[src/include/mem_settings.svh]
`ifndef MEM_SETTINGS_SVH
`define MEM_SETTINGS_SVH

// data and address width
`define XLEN 32

// data memory size in 32-bit words
`define DMEM_DEPTH 256

// wait cycles before the memory answers a request
`define MEM_WAIT 2

`endif
[src/logic/mem_pkg.sv]
package mem_pkg;

  // operation carried from the execute stage
  typedef enum logic [3:0] {
    OP_ALU,
    OP_LB,
    OP_LH,
    OP_LW,
    OP_LBU,
    OP_LHU,
    OP_SB,
    OP_SH,
    OP_SW
  } lsu_op_t;

  // data memory handshake state
  typedef enum logic {
    MS_IDLE,
    MS_BUSY
  } mem_state_t;

  function automatic logic is_load_op(input lsu_op_t op);
    return (op == OP_LB) || (op == OP_LH) || (op == OP_LW) ||
           (op == OP_LBU) || (op == OP_LHU);
  endfunction

  function automatic logic is_store_op(input lsu_op_t op);
    return (op == OP_SB) || (op == OP_SH) || (op == OP_SW);
  endfunction

endpackage

[src/logic/exec_latch.sv]
`timescale 1ns/1ps
`include "mem_settings.svh"

module exec_latch (
  input  logic               clk,
  input  logic               rst,
  input  logic               in_valid,
  input  mem_pkg::lsu_op_t   in_op,
  input  logic [`XLEN-1:0]   in_addr,
  input  logic [`XLEN-1:0]   in_sdata,
  input  logic [4:0]         in_waddr,
  input  logic [`XLEN-1:0]   in_wdata,
  input  logic               stall,
  input  logic               done,
  output logic               x_valid,
  output mem_pkg::lsu_op_t   x_op,
  output logic [`XLEN-1:0]   x_addr,
  output logic [`XLEN-1:0]   x_sdata,
  output logic [4:0]         x_waddr,
  output logic [`XLEN-1:0]   x_wdata
);

  // valid and op steer the decode downstream
  always_ff @(posedge clk) begin
    if (rst == 1'b0) begin
      x_valid <= 1'b0;
      x_op    <= mem_pkg::OP_ALU;
    end else if (stall == 1'b0) begin
      if (in_valid == 1'b1) begin
        x_valid <= 1'b1;
        x_op    <= in_op;
      end else if (done == 1'b1) begin
        // finished op must not run twice
        x_valid <= 1'b0;
      end
    end
  end

  // operands only move on a fresh operation
  always_ff @(posedge clk) begin
    if ((stall == 1'b0) && (in_valid == 1'b1)) begin
      x_addr  <= in_addr;
      x_sdata <= in_sdata;
      x_waddr <= in_waddr;
      x_wdata <= in_wdata;
    end
  end

endmodule

[config.mk]
export PLATFORM = sky130hd
export DESIGN_NAME = exec_latch
export DESIGN_NICKNAME = d
export VERILOG_FILES = /design/src/logic/mem_pkg.sv /design/src/logic/exec_latch.sv
export VERILOG_INCLUDE_DIRS = /design/src /design/src/include
export SDC_FILE = /design/constraint.sdc
export NUM_CORES = 1
export LEC_CHECK = 0
export ABC_AREA = 1
export ABC_CLOCK_PERIOD_IN_PS = 3100
export BUFFER_PORTS_ARGS = -buffer_cell sky130_fd_sc_hd__buf_2
export CAP_MARGIN = 20
export CORE_MARGIN = 4
export CORE_UTILIZATION = 44
export DETAILED_ROUTE_END_ITERATION = 8
export MAX_ROUTING_LAYER = met4
export PLACE_DENSITY = 0.82
export SETUP_SLACK_MARGIN = 0.3
export SKIP_CTS_REPAIR_TIMING = 1
export SYNTH_ARGS = -nofsm -noshare
export SYNTH_HDL_FRONTEND = slang
export SYNTH_SLANG_ARGS = --single-unit
[constraint.sdc]
create_clock -name clk -period 3.1 [get_ports clk]
set_clock_uncertainty 0.1 [all_clocks]
set_input_delay 0.31 -clock clk [delete_from_list [all_inputs] [get_ports clk]]
set_output_delay 0.31 -clock clk [all_outputs]
set_load 0.01 [all_outputs]
==> After elaboration in Yosys (flattened, before gate mapping) <==
Cells that the tools add are included.
{ "op_classes": {"n_div": 0, "n_lt_le_gt_ge": 0, "shift": 0, "eq_ne": 0, "n_mul": 0, "n_reduce_logical": 4, "n_bitwise": 1, "add_sub_neg": 0, "mux": 2} }
{ "op_table": {"columns": ["op", "count"], "rows": [
  ["AND reduction 2 bit", 2],
  ["2-to-1 mux 1 bit", 2],
  ["nonzero test 2 bit", 1],
  ["logical AND 1 bit", 1],
  ["inverter 1 bit", 1]
]} }
{ "word_totals": {"ramBits": 0, "latch_bits": 0, "wordCells": 13, "rom_bits": 0, "ff_bits": 106, "memories": 0} }

==> Depth between registers and ports, before layout <==
{ "depth": {"word_depth": 2, "depth_mapped": 5, "ltp_nobuf": 5} }

==> Least setup slack after synthesis <==
No wires, ideal clock.
{ "synth_timing": {"kind": "input-to-reg", "start": "input stall", "end": "register x_addr[0] (enable)", "stages": 3, "arrival_time_ns": 1.566, "path_buffers": 0, "setup_slack_ns": 1.023, "path_cell_list": "inv_2 -> nand2_2 -> inv_2"} }
{ "synth_between": {"elab_chain_len": 2} }
{ "synth_lines": {"columns": ["element", "line_no", "text"], "rows": [
  ["from (decl)", "exec_latch.sv:13", "input logic stall,"],
  ["inverter 1 bit (no line)", null, null],
  ["logical AND 1 bit", "exec_latch.sv:41", "if ((stall == 1'b0) && (in_valid == 1'b1)) begin"],
  ["to (signal assigned)", "exec_latch.sv:42", "x_addr <= in_addr;"],
  ["to (decl)", "exec_latch.sv:17", "output logic [`XLEN-1:0] x_addr,"]
]} }
Every way passes these cells.
A chain may end at the register's enable or synchronous reset.

==> Final worst setup path <==
{ "layout_timing": {"start": "input stall", "end": "register x_sdata[29] (enable)"} }
{ "layout_between": {"elab_chain_len": 2} }
{ "layout_lines": {"columns": ["element", "line_no", "text"], "rows": [
  ["inverter 1 bit (no line)", null, null],
  ["logical AND 1 bit", "exec_latch.sv:41", null],
  ["to (signal assigned)", "exec_latch.sv:43", "x_sdata <= in_sdata;"],
  ["to (decl)", "exec_latch.sv:18", "output logic [`XLEN-1:0] x_sdata,"]
]} }
Every way passes these cells.

==> results.yml <==
clock_network:
  cts.sinks: 106
  cts_tree: "built"
  h-tree-depth: 3
  clk_root_buffer_cell: "clkbuf_8"
  worst_skew_pair.late_latency_ps: 350
  cts_buffers: 9
  clockBufferDepth: 2
  clk_pin_slew_ps: 110
layout:
  fin_nets: 474
  drive_gt1_share_pct: 63.7
  filler_cell_count: 537
  syn2layout_area_growth_pct: 45.6
critical_path:
  critical_path.startpoint_type: "input port"
  critPathRequiredTime_ps: 3020
  ff2ff_path_depth: 2
  arrival_ps: 1520
  cp_max_fo: 50
  crit_type: "in2reg"
  worst_setup_path_end_kind: "register"
power:
  power.leakage_nw: 2.03
  power_density_nw_per_um2: 583
  irDropWorstVdd_mv: 0.370
drt:
  viasPerCell: 4.41
  routed_wirelength_um: 7780
  drc: 0
  dr.pass1.iters: 4
  wl_per_cell_um: 16.6
  drtIter0Drc: 46
  ant_nets: 0
  vias: 2066
die:
  initial_core_util_pct: 44.9
  coreArea_um2: 7210
  die_area_um2: 8800
  fp.dieH_um: 93.8
  die_w_um: 93.8
  io_pins: 216
  std_cell_rows: 31
timing:
  tns_ps: 0
  worst_pin_slew_ps: 584
  slew_headroom_pct: 61.1
  min_period_ps: 1600
  slew_viol_final: 0
  holdWs_ps: 16.4
  fin_crit_sh_pct: 51.7
  rsz0062_at_grt: "no"
  hold_violations: 0
  max_freq_mhz: 624
  finalSetupViolCount: 0
synth:
  netlist_instances: 129
  synth_area_per_cell_um2: 25.1
  synth-seq-cells: 106
  synth_area_leaders: "edfxtp_1 (94%), dfxtp_1 (3.1%), nand3b_1 (0.93%), nor2_1 (0.93%), nand2_1 (0.70%)"
  syn-num-nets: 239
  synth_top_area_share_pct: 93.7
  ys_seq_area_share_pct: 96.8
  ys_warn_count: 0
  synth_area_um2: 3240
  synth.largest_area_cell: "edfxtp_1"
  netlist-cell-type-count: 9
run:
  max_cap_violations: 0
min_path:
  worstHoldPathCells: 1
  hp-class: "in2reg"
global_routing:
  antenna_found_initial: 1
  grt_pass1_vias: 2176
  grtUsageTotal_pct: 17.8
  grt_overflow_total: 0
  grt_first_pass_wirelength_um: 10900
  grt_max_degree: 51
placed_design:
  io_buffer_count: 215
  post-dp-hpwl_um: 6130
  gp_congestion: 0.750
status:
  status: "complete, no violations"
## per-layer routing
metal | track usage [%] | vias to the layer above | wire length [um]
met3 | 6.65 | 15 | 777
met1 | 17.0 | 959 | 2510
met5 | - | - | 0
li1 | - | 970 | -
met2 | 31.4 | 122 | 4290
met4 | 9.03 | 0 | 210
## sequential cells by signal, indices dropped and copies added, names as in the netlist
signal	count
x_wdata	32
x_op	4
x_addr	32
x_waddr	5
x_sdata	32
x_valid	1
## where the power goes
| group | internal (mW) | switching [mW] |
|---|---|---|
| clock network | 0.314 | 0.479 |
| registers | 1.67 | 0.0224 |
| logic | 0.119 | 0.141 |
| total | 2.10 | 0.642 |
## cell usage after synthesis (all sizes together)
| master | instances |
|---|---|
| nand3b | 4 |
| edfxtp | 101 |
| a21oi | 1 |
| nor2 | 8 |
| inv | 3 |
| nand2 | 7 |
| dfxtp | 5 |
## critical path, stage by stage
cell and delay, ps:
buf_2 100, inv_2 90, nand2_2 80, inv_4 440
buf_4 480
## worst paths after layout
kind	endpoint	slack [ps]	start
worst max register to register	x_op[3]	2390	x_op[3]
worst min register to register	x_valid	370	x_valid
worst max-delay path	x_sdata[29]	1500	stall
worst min-delay path	x_addr[16]	20	in_addr[16]
## through the flow
stage          total power [mW]  worst slack, ps  instance area [um^2]  instances  utilization, %
3_3_place_gp               1.97             1180                  4460        445            61.8
4_1_cts                    2.77             1500                  4640        461            64.3
3_5_place_dp               1.98             1100                  4460        445            61.8
5_1_grt                    2.85             1370                  4710        469            65.3
2_1_floorplan              1.81             1020                  3240        129               -
6_report                   2.75             1500                  4710        469            65.3
## placed cells by master (no fill, tap or decap)
master / count
inv_6: 3
a21oi_1: 1
dlygate4sd3_1: 7
edfxtp_1: 101
buf_4: 2
clkbuf_1: 1
inv_4: 1
clkbuf_8: 9
inv_8: 2
nand3b_1: 4
dfxtp_1: 5
nor2_1: 8
nand2_1: 6
inv_1: 1
inv_2: 1
nand2_2: 1
buf_2: 215
diode_2: 1
clkinv_4: 1
## layout make-up
class | instances | area (um^2) | share of cell area (%)
Antenna cell | 1 | 2.50 | 0.0531
Clock buffer | 10 | 128 | 2.71
Clock inverter | 6 | 57.6 | 1.22
Inverter | 3 | 13.8 | 0.292
Multi-Input combinational cell | 20 | 93.8 | 1.99
Sequential cell | 106 | 3130 | 66.5
Tap cell | 99 | 124 | 2.63
Timing Repair Buffer | 224 | 1160 | 24.6
## cells by family after synthesis
family                 after synthesis  share of synthesized area [%]
AOI/OAI and AO/OA                    1                          0.154
and+or+nand+nor                     19                           2.74
DFF                                106                           96.8
buffers and inverters                3                          0.348
Power figures use the tool's default switching activity.
