## config.mk

```make
export PLATFORM = sky130hd
export DESIGN_NAME = load_unit
export DESIGN_NICKNAME = d
export VERILOG_FILES = /design/src/logic/mem_pkg.sv /design/src/logic/load_unit.sv
export VERILOG_INCLUDE_DIRS = /design/src /design/src/include
export SDC_FILE = /design/constraint.sdc
export NUM_CORES = 1
export LEC_CHECK = 0
export ABC_AREA = 1
export BUFFER_PORTS_ARGS = -buffer_cell sky130_fd_sc_hd__clkbuf_2
export CAP_MARGIN = 30
export CORE_MARGIN = 10
export CORE_UTILIZATION = 34
export DETAILED_ROUTE_END_ITERATION = 8
export GPL_TIMING_DRIVEN = 0
export PLACE_DENSITY = 0.68
export SLEW_MARGIN = 15
export SYNTH_ARGS = -nofsm -noshare
export SYNTH_HDL_FRONTEND = slang
export SYNTH_SLANG_ARGS = --single-unit
```

## constraint.sdc

```tcl
create_clock -name vclk -period 2
set_input_delay 0 -clock vclk [all_inputs]
set_output_delay 0 -clock vclk [all_outputs]
set_load 0.01 [all_outputs]
```

## src/include/mem_settings.svh

```systemverilog
`ifndef MEM_SETTINGS_SVH
`define MEM_SETTINGS_SVH

// data and address width
`define XLEN 32

// data memory size in 32-bit words
`define DMEM_DEPTH 256

// wait cycles before the memory answers a request
`define MEM_WAIT 2

`endif
```

## src/logic/mem_pkg.sv

```systemverilog
package mem_pkg;

  // operation carried from the execute stage
  typedef enum logic [3:0] {
    OP_ALU,
    OP_LB,
    OP_LH,
    OP_LW,
    OP_LBU,
    OP_LHU,
    OP_SB,
    OP_SH,
    OP_SW
  } lsu_op_t;

  // data memory handshake state
  typedef enum logic {
    MS_IDLE,
    MS_BUSY
  } mem_state_t;

  function automatic logic is_load_op(input lsu_op_t op);
    return (op == OP_LB) || (op == OP_LH) || (op == OP_LW) ||
           (op == OP_LBU) || (op == OP_LHU);
  endfunction

  function automatic logic is_store_op(input lsu_op_t op);
    return (op == OP_SB) || (op == OP_SH) || (op == OP_SW);
  endfunction

endpackage

```

## src/logic/load_unit.sv

```systemverilog
`timescale 1ns/1ps
`include "mem_settings.svh"

module load_unit (
  input  mem_pkg::lsu_op_t   x_op,
  input  logic [1:0]         byte_off,
  input  logic [`XLEN-1:0]   mem_rdata,
  output logic [`XLEN-1:0]   ld_result
);

  logic [7:0]  ld_byte;
  logic [15:0] ld_half;

  // pick the addressed lane
  always_comb begin
    case (byte_off)
      2'd0:    ld_byte = mem_rdata[7:0];
      2'd1:    ld_byte = mem_rdata[15:8];
      2'd2:    ld_byte = mem_rdata[23:16];
      default: ld_byte = mem_rdata[31:24];
    endcase
  end

  assign ld_half = byte_off[1] ? mem_rdata[31:16] : mem_rdata[15:0];

  always_comb begin
    case (x_op)
      mem_pkg::OP_LB:  ld_result = {{(`XLEN-8){ld_byte[7]}}, ld_byte};
      mem_pkg::OP_LBU: ld_result = {{(`XLEN-8){1'b0}}, ld_byte};
      mem_pkg::OP_LH:  ld_result = {{(`XLEN-16){ld_half[15]}}, ld_half};
      mem_pkg::OP_LHU: ld_result = {{(`XLEN-16){1'b0}}, ld_half};
      default:         ld_result = mem_rdata;
    endcase
  end

endmodule

```

# Yosys cells after proc, flatten, opt, wreduce, memory -nomap -nowiden
# Cells that the tools add are included.
dict set report classes {
  n_reduce_logical 1
  n_mux 3
  eq_ne 6
}
# operator count
set op_table {}
lappend op_table {{32-bit case mux with 4 select lines} 1}
lappend op_table {{8-bit case mux with 3 select lines} 1}
lappend op_table {{16-bit two-way mux} 1}
lappend op_table {{4-bit by 3-bit equality test with 1-bit output (second input constant)} 2}
lappend op_table {{4-bit by 1-bit equality test with 1-bit output (second input constant)} 1}
lappend op_table {{4-bit by 2-bit equality test with 1-bit output (second input constant)} 1}
lappend op_table {{2-bit by 1-bit equality test with 1-bit output (second input constant)} 1}
lappend op_table {{2-bit equality test (second input constant)} 1}
lappend op_table {{2-bit zero test} 1}
dict set report totals {
  register_bits 0
}

# Longest topological paths before layout
dict set report depth {
  ltp_word 3
  mapped_depth 8
  mapped_depth_nobuf 7
}

# Worst setup path after synthesis
# No wires, ideal clock.
dict set report synth_path {
  kind {input to output}
  from {input port x_op[2]}
  to {output port ld_result[0]}
  setup_slack_ns 1.193
  stages 7
  arrival_time_ns 0.807
  required_time_ns 2.000
  path_cell_list {nor2_1 > nand2_1 > nand2_2 > nor2_4 > buf_2 > nand2_1 > nand3_1}
}
dict set report synth_between {
  elab_chain_len 2
  word_cells_on_any_way 5
  classes_between {eq/ne: 4; mux: 1}
}
# element line
set synth_lines {}
lappend synth_lines {{start, declared} load_unit.sv:5} ;# input mem_pkg::lsu_op_t x_op,
lappend synth_lines {{4-bit by 3-bit equality test with 1-bit output (tied with other cells)} load_unit.sv:27} ;# case (x_op)
lappend synth_lines {{32-bit case mux with 4 select lines (*)} load_unit.sv:27}
lappend synth_lines {{end, declared} load_unit.sv:8} ;# output logic [`XLEN-1:0] ld_result
# Every way passes the cells marked *; elsewhere a longest branch is shown, timed or not.

# Worst setup path in the final report
dict set report layout_path {
  from {input port byte_off[1]}
  to {output port ld_result[14]}
}
dict set report layout_between {
  elab_chain_len 3
  word_cells_on_any_way 6
  classes_between {eq/ne: 2; mux: 3; reduce/logical: 1}
}
# element line
set layout_lines {}
lappend layout_lines {{start, declared} load_unit.sv:6} ;# input logic [1:0] byte_off,
lappend layout_lines {{2-bit equality test (tied with other cells)} load_unit.sv:16} ;# case (byte_off)
lappend layout_lines {{8-bit case mux with 3 select lines} load_unit.sv:16}
lappend layout_lines {{32-bit case mux with 4 select lines (*)} load_unit.sv:27}
# Marked as above.

==> summary.md <==
| Metric | Value |
|---|---|
| Mean Syn Cell Area | around 5.0 µm² |
| Worst path cell trace | clkbuf_2, nor2_2, nand2_1, nand2_1, nand3b_4, buf_6, nand3_2, clkbuf_2 |
| Count of final setup violators | 0 |
| # IOs | 70 |
| Post-DP HPWL | around 3400 µm |
| I/O Buffers | 70 |
| Kind of critical path | in -> out |
| Clock power frac | 0 |
| Placed insts | 306 |
| Multi-input logic area | ~900 µm² |
| Final wirelength | 4070 µm |
| Xor/xnor share of the synthesized area | 0 |
| Num sequential | 0 |
| Initial Utilization | 0.363 |
| Worst hold path type | in -> out |
| Die area | approximately 0.0056 mm² |
| Yosys warnings | 0 |
| GR met3 Demand/Resource | 0.0302 |
| Netlist Area Pre-Place | 0.00103 mm² |
| Post CTS Setup Buffer Count | 0 |
| Die Width | between 70 and 80 µm |
| Grt total ovfl | 0 |
| Register area share after synthesis | 0 |
| Sequential Area | 0 µm² |
| Drt via density | 4.93 |
| Crit Path Max Fanout | 10 |
| Mapped Nets | between 200 and 250 |
| Period utilization | 0.593 |
| Vias in the first global route | around 1,400 |
| FP Rows | 19 |
| DRT antenna net count | 0 |
| Max cap viols | 0 |
| WP data arrival | around 1.2 ns |
| WL/cell | 13.3 µm |
| Synth Instances | ~210 |
| RSZ-0062 raised after global routing | no |
| Endpoint, Worst Hold | ld_result[28] |
| Int Pwr | 0.147 mW |
| Compound-cell area share of the yosys netlist | 0.0767 |
| Simple-Gate Fraction of Synth Area | 0.795 |
| Global-route wire length before repair | ~6600 µm |
| Initial DRC count | 89 |
| VDD IR-drop max | between 0.00009 and 0.0001 V |
| Worst hold start | mem_rdata[28] |
| Sw Ratio | 0.599 |
| Fmax | 844 MHz |
| Leakage | between 0.9 and 1 nW |
| Max-slew headroom | 0.691 |
| Met2 Use GR | 0.240 |
| ANT cells | 0 |
| Pwr dens | ~260 mW/mm² |
| Run status | finished, final reports clean |
| Resized cells post-CTS | 0 |
| Worst Tran Pin Value | around 0.46 ns |
| Vias | around 1,500 |
| Remaining DRCs | 0 |
| Startpoint Class | input port |
| Share of cells above drive strength 1 | 0.400 |
| Adder-Cell Fraction of Synth Area | 0 |
| Combinational power share | 1.000 |
| Gpl congestion | just under 0.9 |
| Synthesis-to-layout area growth | 37.9% |
| Routing usage on met1 | 0.185 |
| Final hold violation count | 0 |
| # clk buffers | 0 |
| WP data required | roughly 2.0 ns |
| Sequential share of power | 0 |
| Drt pass-1 iters | 4 |
| Number of fill cells | roughly 340 |
| Pin count of the biggest net entering global routing | 11 |
| Crit path time final | roughly 1.2 ns |
| GRT busiest layer | met2 |
| Final slew viol count | 0 |
| Yosys cell types | 18 |
| Psw | between 0.2 and 0.25 mW |
| Max stage delay on crit path | roughly 0.32 ns |
| Core area | 0.00283 mm² |
| Setup TNS | 0 ns |
| Die Y | roughly 75 µm |
| Antenna violations before repair | 0 |
| Nets | approximately 320 |
| Largest family of logic cells by synthesized area | simple AND/OR/NAND/NOR gates |
| Mux contribution to synthesized area | 0 |
| Setup crit end kind | primary output |
| Hold path depth | 4 |
| CP max stage cell | nor2_2 |
| Non-Filler Instances | a little over 300 |
| GRT Resource Usage Total | 0.140 |
| Hold buffers post-CTS | 0 |
[cells by family (layout without fill, tap and decap cells)]
| kind of cell | after synthesis | count (layout) |
|---|---|---|
| buf+inv | 26 | 96 |
| simple gates | 164 | 164 |
| compound gates | 15 | 15 |
[power groups by stage]
stage | clock network (mW) | logic (mW) | registers (mW)
finish | 0 | 0.365 | 0
global route | 0 | 0.413 | 0
CTS | 0 | 0.371 | 0
detailed placement | 0 | 0.369 | 0
global placement | 0 | 0.365 | 0
floorplan | 0 | 0.214 | 0
[critical path: cells and delay by family]
| kind | cells | cell delay (ns) |
|---|---|---|
| buffers and inverters | 3 | 0.44 |
| and+or+nand+nor | 5 | 0.75 |
[per-layer routing]
metal  vias up  wire (µm)
met4         0          0
li1        801          -
met2        52       1850
met3         0        472
met1       655       1750
met5         -          0
[worst max path at each step]
stage,from,to,cells after the start
after floorplan,x_op[2],ld_result[0],7
after CTS,x_op[2],ld_result[3],9
final,byte_off[1],ld_result[14],8
after global routing,x_op[2],ld_result[2],9
after global placement,x_op[2],ld_result[6],9
after detailed placement,x_op[2],ld_result[3],9
[layout by cell type, fill, tap and decap left out]
| master | netlist | layout |
|---|---|---|
| a21oi_1 | 7 | 7 |
| o21ai_0 | 7 | 7 |
| nand2_2 | 2 | 2 |
| clkbuf_2 | 0 | 70 |
| buf_2 | 6 | 6 |
| inv_1 | 12 | 12 |
| buf_6 | 2 | 2 |
| o21a_2 | 1 | 1 |
| clkbuf_1 | 1 | 1 |
| nand3_2 | 21 | 21 |
| buf_4 | 3 | 3 |
| or2_1 | 1 | 1 |
| nand3b_4 | 1 | 1 |
| nor2_2 | 1 | 1 |
| nand3_1 | 29 | 29 |
| nor2_4 | 1 | 1 |
| inv_2 | 2 | 2 |
| nor2_1 | 12 | 12 |
| nand2_1 | 96 | 96 |
[final cells by class]
type	count	share of cell area
plain buffers	12	0.0557
inverters	14	0.0371
multi-input cells	179	0.633
well taps	31	0.0274
repair buffers	70	0.247
[stage by stage]
step	area, µm²	setup slack, ns	hold WS (ns)	power [mW]	util
floorplan	1030	1.19	0.115	0.214	-
finish	1420	0.815	0.318	0.365	0.501
global placement	1420	0.812	0.310	0.365	0.501
CTS	1420	0.811	0.321	0.371	0.501
detailed placement	1420	0.815	0.320	0.369	0.501
global route	1420	0.674	0.340	0.413	0.501
[cell usage after synthesis (2+ instances only)]
cell     count  share of area
nand2_1     96           0.35
nand3_1     29           0.14
nand3_2     21           0.20
inv_1       12          0.044
nor2_1      12          0.044
a21oi_1      7          0.034
o21ai_0      7          0.034
buf_2        6          0.029
buf_4        3          0.022
buf_6        2          0.022
inv_2        2         0.0073
nand2_2      2          0.012
(Power assumes the default switching activity.)
