## config.mk

```make
export PLATFORM = sky130hd
export DESIGN_NAME = memory_stage
export DESIGN_NICKNAME = d
export VERILOG_FILES = /design/src/logic/mem_pkg.sv /design/src/logic/memory_stage.sv
export VERILOG_INCLUDE_DIRS = /design/src /design/src/include
export SDC_FILE = /design/constraint.sdc
export NUM_CORES = 1
export LEC_CHECK = 0
export BUFFER_PORTS_ARGS = -buffer_cell sky130_fd_sc_hd__buf_2
export CAP_MARGIN = 20
export CORE_AREA = 2 2 98 100
export CTS_CLUSTER_SIZE = 20
export DETAILED_ROUTE_END_ITERATION = 10
export DIE_AREA = 0 0 100 102
export RECOVER_POWER = 25
export SLEW_MARGIN = 20
export SYNTH_ARGS = -nofsm -noshare
export SYNTH_HDL_FRONTEND = slang
export SYNTH_SLANG_ARGS = --single-unit
export TNS_END_PERCENT = 10
```

## constraint.sdc

```tcl
create_clock -name clk -period 1.3 [get_ports clk]
set_input_delay 0.13 -clock clk [delete_from_list [all_inputs] [get_ports clk]]
set_output_delay 0.13 -clock clk [all_outputs]
set_load 0.01 [all_outputs]
```

## src/include/mem_settings.svh

```systemverilog
`ifndef MEM_SETTINGS_SVH
`define MEM_SETTINGS_SVH

// data and address width
`define XLEN 32

// data memory size in 32-bit words
`define DMEM_DEPTH 256

// wait cycles before the memory answers a request
`define MEM_WAIT 2

`endif
```

## src/logic/mem_pkg.sv

```systemverilog
package mem_pkg;

  // operation carried from the execute stage
  typedef enum logic [3:0] {
    OP_ALU,
    OP_LB,
    OP_LH,
    OP_LW,
    OP_LBU,
    OP_LHU,
    OP_SB,
    OP_SH,
    OP_SW
  } lsu_op_t;

  // data memory handshake state
  typedef enum logic {
    MS_IDLE,
    MS_BUSY
  } mem_state_t;

  function automatic logic is_load_op(input lsu_op_t op);
    return (op == OP_LB) || (op == OP_LH) || (op == OP_LW) ||
           (op == OP_LBU) || (op == OP_LHU);
  endfunction

  function automatic logic is_store_op(input lsu_op_t op);
    return (op == OP_SB) || (op == OP_SH) || (op == OP_SW);
  endfunction

endpackage

```

## src/logic/memory_stage.sv

```systemverilog
`timescale 1ns/1ps
`include "mem_settings.svh"

module memory_stage (
  input  logic               clk,
  input  logic               rst,
  input  logic               clear,
  input  logic               x_valid,
  input  mem_pkg::lsu_op_t   x_op,
  input  logic [`XLEN-1:0]   x_addr,
  input  logic [`XLEN-1:0]   x_sdata,
  input  logic [4:0]         x_waddr,
  input  logic [`XLEN-1:0]   x_wdata,
  input  logic               mem_ready,
  input  logic [`XLEN-1:0]   ld_result,
  output logic               stall,
  output logic               done,
  output logic               mem_valid,
  output logic [`XLEN-1:0]   mem_addr,
  output logic [`XLEN-1:0]   mem_wdata,
  output logic [3:0]         mem_wstrb,
  output logic               wb_wren,
  output logic [4:0]         wb_waddr,
  output logic [`XLEN-1:0]   wb_wdata
);

  logic is_load;
  logic is_store;
  logic is_mem;
  logic kill_q;
  logic kill;
  logic [1:0] byte_off;

  assign is_load  = mem_pkg::is_load_op(x_op);
  assign is_store = mem_pkg::is_store_op(x_op);
  assign is_mem   = x_valid & (is_load | is_store);
  assign byte_off = x_addr[1:0];

  // request held until the memory answers
  assign mem_valid = is_mem;
  assign mem_addr  = x_addr;
  assign stall     = is_mem & ~mem_ready;
  assign done      = x_valid & (~(is_load | is_store) | mem_ready);

  // replicate store data over the byte lanes
  always_comb begin
    case (x_op)
      mem_pkg::OP_SB: mem_wdata = {4{x_sdata[7:0]}};
      mem_pkg::OP_SH: mem_wdata = {2{x_sdata[15:0]}};
      default:        mem_wdata = x_sdata;
    endcase
  end

  always_comb begin
    case (x_op)
      mem_pkg::OP_SB: mem_wstrb = 4'b0001 << byte_off;
      mem_pkg::OP_SH: mem_wstrb = byte_off[1] ? 4'b1100 : 4'b0011;
      mem_pkg::OP_SW: mem_wstrb = 4'b1111;
      default:        mem_wstrb = 4'b0000;
    endcase
  end

  // a clear seen in any cycle of the op kills its write-back
  always_ff @(posedge clk) begin
    if (rst == 1'b0) begin
      kill_q <= 1'b0;
    end else if (done == 1'b1) begin
      kill_q <= 1'b0;
    end else if ((clear == 1'b1) && (x_valid == 1'b1)) begin
      kill_q <= 1'b1;
    end
  end

  assign kill = kill_q | clear;

  // x0 is never written
  assign wb_wren = x_valid & ~kill & (x_waddr != 5'd0) &
                   (~(is_load | is_store) | (is_load & mem_ready));
  assign wb_waddr = x_waddr;
  assign wb_wdata = is_load ? ld_result : x_wdata;

endmodule

```

======== Word-level counts from Yosys, hierarchy flattened ========
Cells that the tools add are included.
word-level totals
  flip-flop bits (word level) ............. 1
  logic and storage cells ................. 38
  input port bits ......................... 142
  output and inout bits ................... 109
operators by class
  equality and inequality tests ........... 8
  reductions and logical operators ........ 9
  mux-type cells .......................... 4
  shift-type cells ........................ 1
  bitwise logic cells ..................... 15
operators by type and width
  operator             number
  $pmux 32 s2          1
  $mux 32              1
  $eq 4x3->1 const B   4
  $pmux 4 s3           1
  $eq 4x2->1 const B   2
  $and 1x1->1          7
  $logic_or 1x1->1     6
  $reduce_bool 5->1    1
  $eq 4x1->1 const B   1
  $eq 4x4->1 const B   1
  $mux 4               1
  $not 1->1            4
  $or 1x1->1           4
  $shl 1x2->4 const A  1
  $reduce_or 2->1      1
  $logic_and 1x1->1    1

======== Depth between registers and ports, before layout ========
  depth after elaboration ................. 10
  depth in mapped cells ................... 5
  gate-level depth less buffers ........... 3

======== Worst setup path after synthesis ========
No wires, ideal clock.
  kind .................................... input to output
  start ................................... input port x_op[1]
  end ..................................... output port wb_wren
  setup slack ............................. 23 ps
  stages .................................. 3
  buffers on the path ..................... 0
  required time ........................... 1,170 ps
  arrival ................................. 1,147 ps
  path through ............................ nor3_2 > mux2i_1 > nor4bb_1
on the way
  cells in the longest elaborated chain, start to end .. 9
  elaborated cells on any way between the ends .. 19
  those cells by class .................... eq/ne: 8; bitwise: 5; reduce/logical: 6
ends and longest elaborated chain
  what                                             RTL line            text
  start, declared                                  memory_stage.sv:9   input mem_pkg::lsu_op_t x_op,
  $eq 4x1->1 / $eq 4x2->1 (equally long branches)  mem_pkg.sv:23       return (op == OP_LB) || (op == OP_LH) || (op == OP_LW) ||
  $logic_or 1x1->1 (3 in series)                   mem_pkg.sv:23
  $logic_or 1x1->1                                 mem_pkg.sv:24       (op == OP_LBU) || (op == OP_LHU);
  $or 1x1->1                                       memory_stage.sv:78  (~(is_load | is_store) | (is_load & mem_ready));
  $not 1->1                                        memory_stage.sv:78
  $or 1x1->1 (*)                                   memory_stage.sv:78
  $and 1x1->1 (*)                                  memory_stage.sv:77  assign wb_wren = x_valid & ~kill & (x_waddr != 5'd0) &
  end, declared                                    memory_stage.sv:22  output logic wb_wren,
Every way passes the cells marked *; elsewhere a longest branch is shown, timed or not.

======== Final worst setup path ========
  start ................................... input port x_op[1]
  end ..................................... output port wb_wdata[13]
on the way
  cells in the longest elaborated chain, start to end .. 6
  elaborated cells on any way between the ends .. 10
  those cells by class .................... eq/ne: 5; mux: 1; reduce/logical: 4
ends and longest elaborated chain
  what                                             RTL line            text
  $eq 4x1->1 / $eq 4x2->1 (equally long branches)  mem_pkg.sv:23
  $logic_or 1x1->1 (3 in series)                   mem_pkg.sv:23
  $logic_or 1x1->1 (*)                             mem_pkg.sv:24
  $mux 32 (*)                                      memory_stage.sv:80  assign wb_wdata = is_load ? ld_result : x_wdata;
  end, declared                                    memory_stage.sv:24  output logic [`XLEN-1:0] wb_wdata
Marked as above.

==> run_results.csv <==
group,metric,value,unit
sta,setup_violations,41,
drt,routed_wl,5900,µm
drt,wl_per_cell,14.2,µm
floorplanning,io_pins,251,
placed_design,dpl.hpwl,4560,µm
finish,regMostFlops,"kill_q",
critical_path,setup.worst_path.start,"x_op[1]",
global_route,grt_max_degree,24,
drt,first_pass_iters,4,
pwr,vdd_drop_max,0.000223,V
finish,synthToLayoutAreaGrowth,104,%
finish,biggestRegsByFlops,"kill_q: 1 flops",
logic_synthesis,synth_top_area_cell,"buf_4",
logic_synthesis,syn_area,0.00127,mm²
critical_path,crit_path_end_kind,"output pin",
finish,final_cell_mix,"buf_2, buf_6, mux2_4",
critical_path,cp.arrival,1.29,ns
sta,min_period,1.42,ns
drt,first_iter_violations,7,
floorplanning,coreArea,0.00911,mm²
pwr,pwr_density_cell,408,mW/mm²
logic_synthesis,synth_seq_area_share,1.57,%
sta,fmax,705,MHz
floorplanning,die_x,100,µm
min_path,min_from,"x_addr[11]",
finish,layout-drive-gt1-share,83.9,%
critical_path,crit_path_start_kind,"input port",
sta,hold_viol_final,0,
outcome,violations,"negative setup slack",
logic_synthesis,syn_nets,294,
logic_synthesis,synthArstFlopShare,0,%
sta,fin_ws,-0.118,ns
min_path,holdPathEnd,"mem_addr[11]",
logic_synthesis,synth_area_leaders,"buf_4, mux2_1, mux2_2, mux2i_1, o21ai_0",
global_route,track_usage,9.81,%
finish,post-route-util,28.6,%
critical_path,crit_path_max_fanout,6,
min_path,hold_depth,0,
sta,clock_skew,0,ns
finish,register_area,20.0,µm²
placed_design,place_ws,-0.148,ns
logic_synthesis,netlist_instances,152,
logic_synthesis,ys_ff_latch,1,
logic_synthesis,synth_cell_type_count,27,
sta,tightest_slew,0.247,ns
sta,slew_viol_final,0,
logic_synthesis,synth_warnings,0,
critical_path,cp_cell_sequence,"buf_8 -> nor3_4 -> a211o_4 -> clkbuf_16 -> mux2_4 -> buf_6",
sta,fin_crit_sh,109,%
floorplanning,initial_utilization,14.0,%
critical_path,reg2reg_depth,3,
clock_tree,post_cts_buffers,0,
global_route,antenna_found_initial,0,
finish,instances_no_fill,416,
drt,drc_errors,0,
sta,timing.hold.ws,0.260,ns
critical_path,required,1.17,ns
critical_path,r2r-start,"kill_q",
logic_synthesis,synth_top_area_share,26.5,%
placed_design,finalWeightedCongestion,0.737,
critical_path,worst-setup-path-type,"input port to output pin",
global_route,grt_pass1_vias,1600,
floorplanning,dieArea,0.0102,mm²
finish,multi_input_area,0.00102,mm²
clock_tree,clk_latency,0,ns
drt,via_per_inst,4.02,
critical_path,slowest_delay,0.31,ns
drt,postRouteAntennaNets,0,
placed_design,place_inst,413,
pwr,leakagePower,1.48,nW
floorplanning,die_h,102,µm
sta,max_slew_margin,83.5,%
job,max-cap-violations,0,
logic_synthesis,synth_flop_cell,"dfxtp_1",
critical_path,r2r_slack,0.65,ns
global_route,grt_overflow_total,0,
finish,fillCellCount,985,
drt,vias,1673,
sta,setup_tns,-3.36,ns
finish,largest_reg_flops,1,
logic_synthesis,syn_area_per_cell,8.39,µm²
logic_synthesis,synth-edff-count,0,
finish,layout_commonest_cell,"buf_2",
finish,diodes,0,
global_route,grt_pass1_wl,8070,µm
finish,fin_nets,449,
min_path,worst_hold_path_type,"input port to output pin",
critical_path,cp_slowest_cell,"mux2_4",
sta,rsz0062_at_grt,"true",
critical_path,r2r_end,"kill_q",
floorplanning,num_rows,35,
placed_design,portBuffers,190,
outcome,status,"complete, but fails checks",
## timing repair
action	4_1_cts	5_1_grt
gates resized for setup	71	23
hold buffers	0	0
setup endpoints to repair	50	52
gates cloned	2	1
endpoints found under the hold margin	0	0
pin swaps	4	3
## worst max-delay path: cells and delay by family
| kind | cells | cell delay, ns |
|---|---|---|
| multiplexers | 1 | 0.31 |
| buffers and inverters | 3 | 0.42 |
| AND/OR/NAND/NOR | 1 | 0.20 |
| AO/OA/AOI/OAI | 1 | 0.22 |
## routing by layer
metal / global-route usage (%) / share of wire [%] / up-vias
met4: 1.05 / 1.1 / 0
met1: 11.2 / 36 / 769
li1: - / - / 802
met2: 20.0 / 56 / 94
met3: 1.16 / 6.9 / 8
met5: 0 / 0 / -
## worst max-delay path by stage
stage,end,cells after the start
after global placement,wb_wdata[10],6
after detailed placement,wb_wdata[10],6
after CTS,mem_wdata[13],6
after global routing,wb_wdata[7],6
after floorplan,wb_wren,3
final,wb_wdata[13],6
## Yosys cell counts, types with 2 or more instances
cell / number
o31ai_1: 2
mux2_2: 18
nor2_1: 4
buf_6: 3
nand2_1: 10
buf_2: 3
nor2b_1: 2
o21ai_0: 10
mux2i_1: 9
mux2_1: 30
buf_4: 45
## per-stage QoR
stage	instance area (µm²)	power [mW]
after floorplan	1270	0.492
after global placement	2080	0.749
after detailed placement	2080	0.759
after CTS	2470	0.976
after global routing	2610	1.13
final	2610	1.06
## cells by family (layout without fill, tap and decap cells)
kind of cell | Yosys count | in the layout | synth area share (%)
buffers and inverters | 53 | 206 | 30.9
and+or+nand+nor | 24 | 24 | 9.91
DFF | 1 | 1 | 1.57
AOI/OAI and AO/OA | 16 | 16 | 7.46
xor gates and xnor gates | 1 | 1 | 0.687
muxes | 57 | 57 | 49.5
## final cells by class
cell class	count	share of cell area [%]
inverter	1	0.144
tap	111	5.33
timing repair buffer	205	54.6
multi-input combinational	98	39.1
sequential	1	0.768
## power breakdown
group | internal (mW) | leakage, nW | switching, mW
sequential | 0.0329 | 0.00819 | 0.000716
clock | 0 | 0 | 0
combinational | 0.624 | 1.47 | 0.405
No activity file was read; power rests on OpenSTA's default activity.
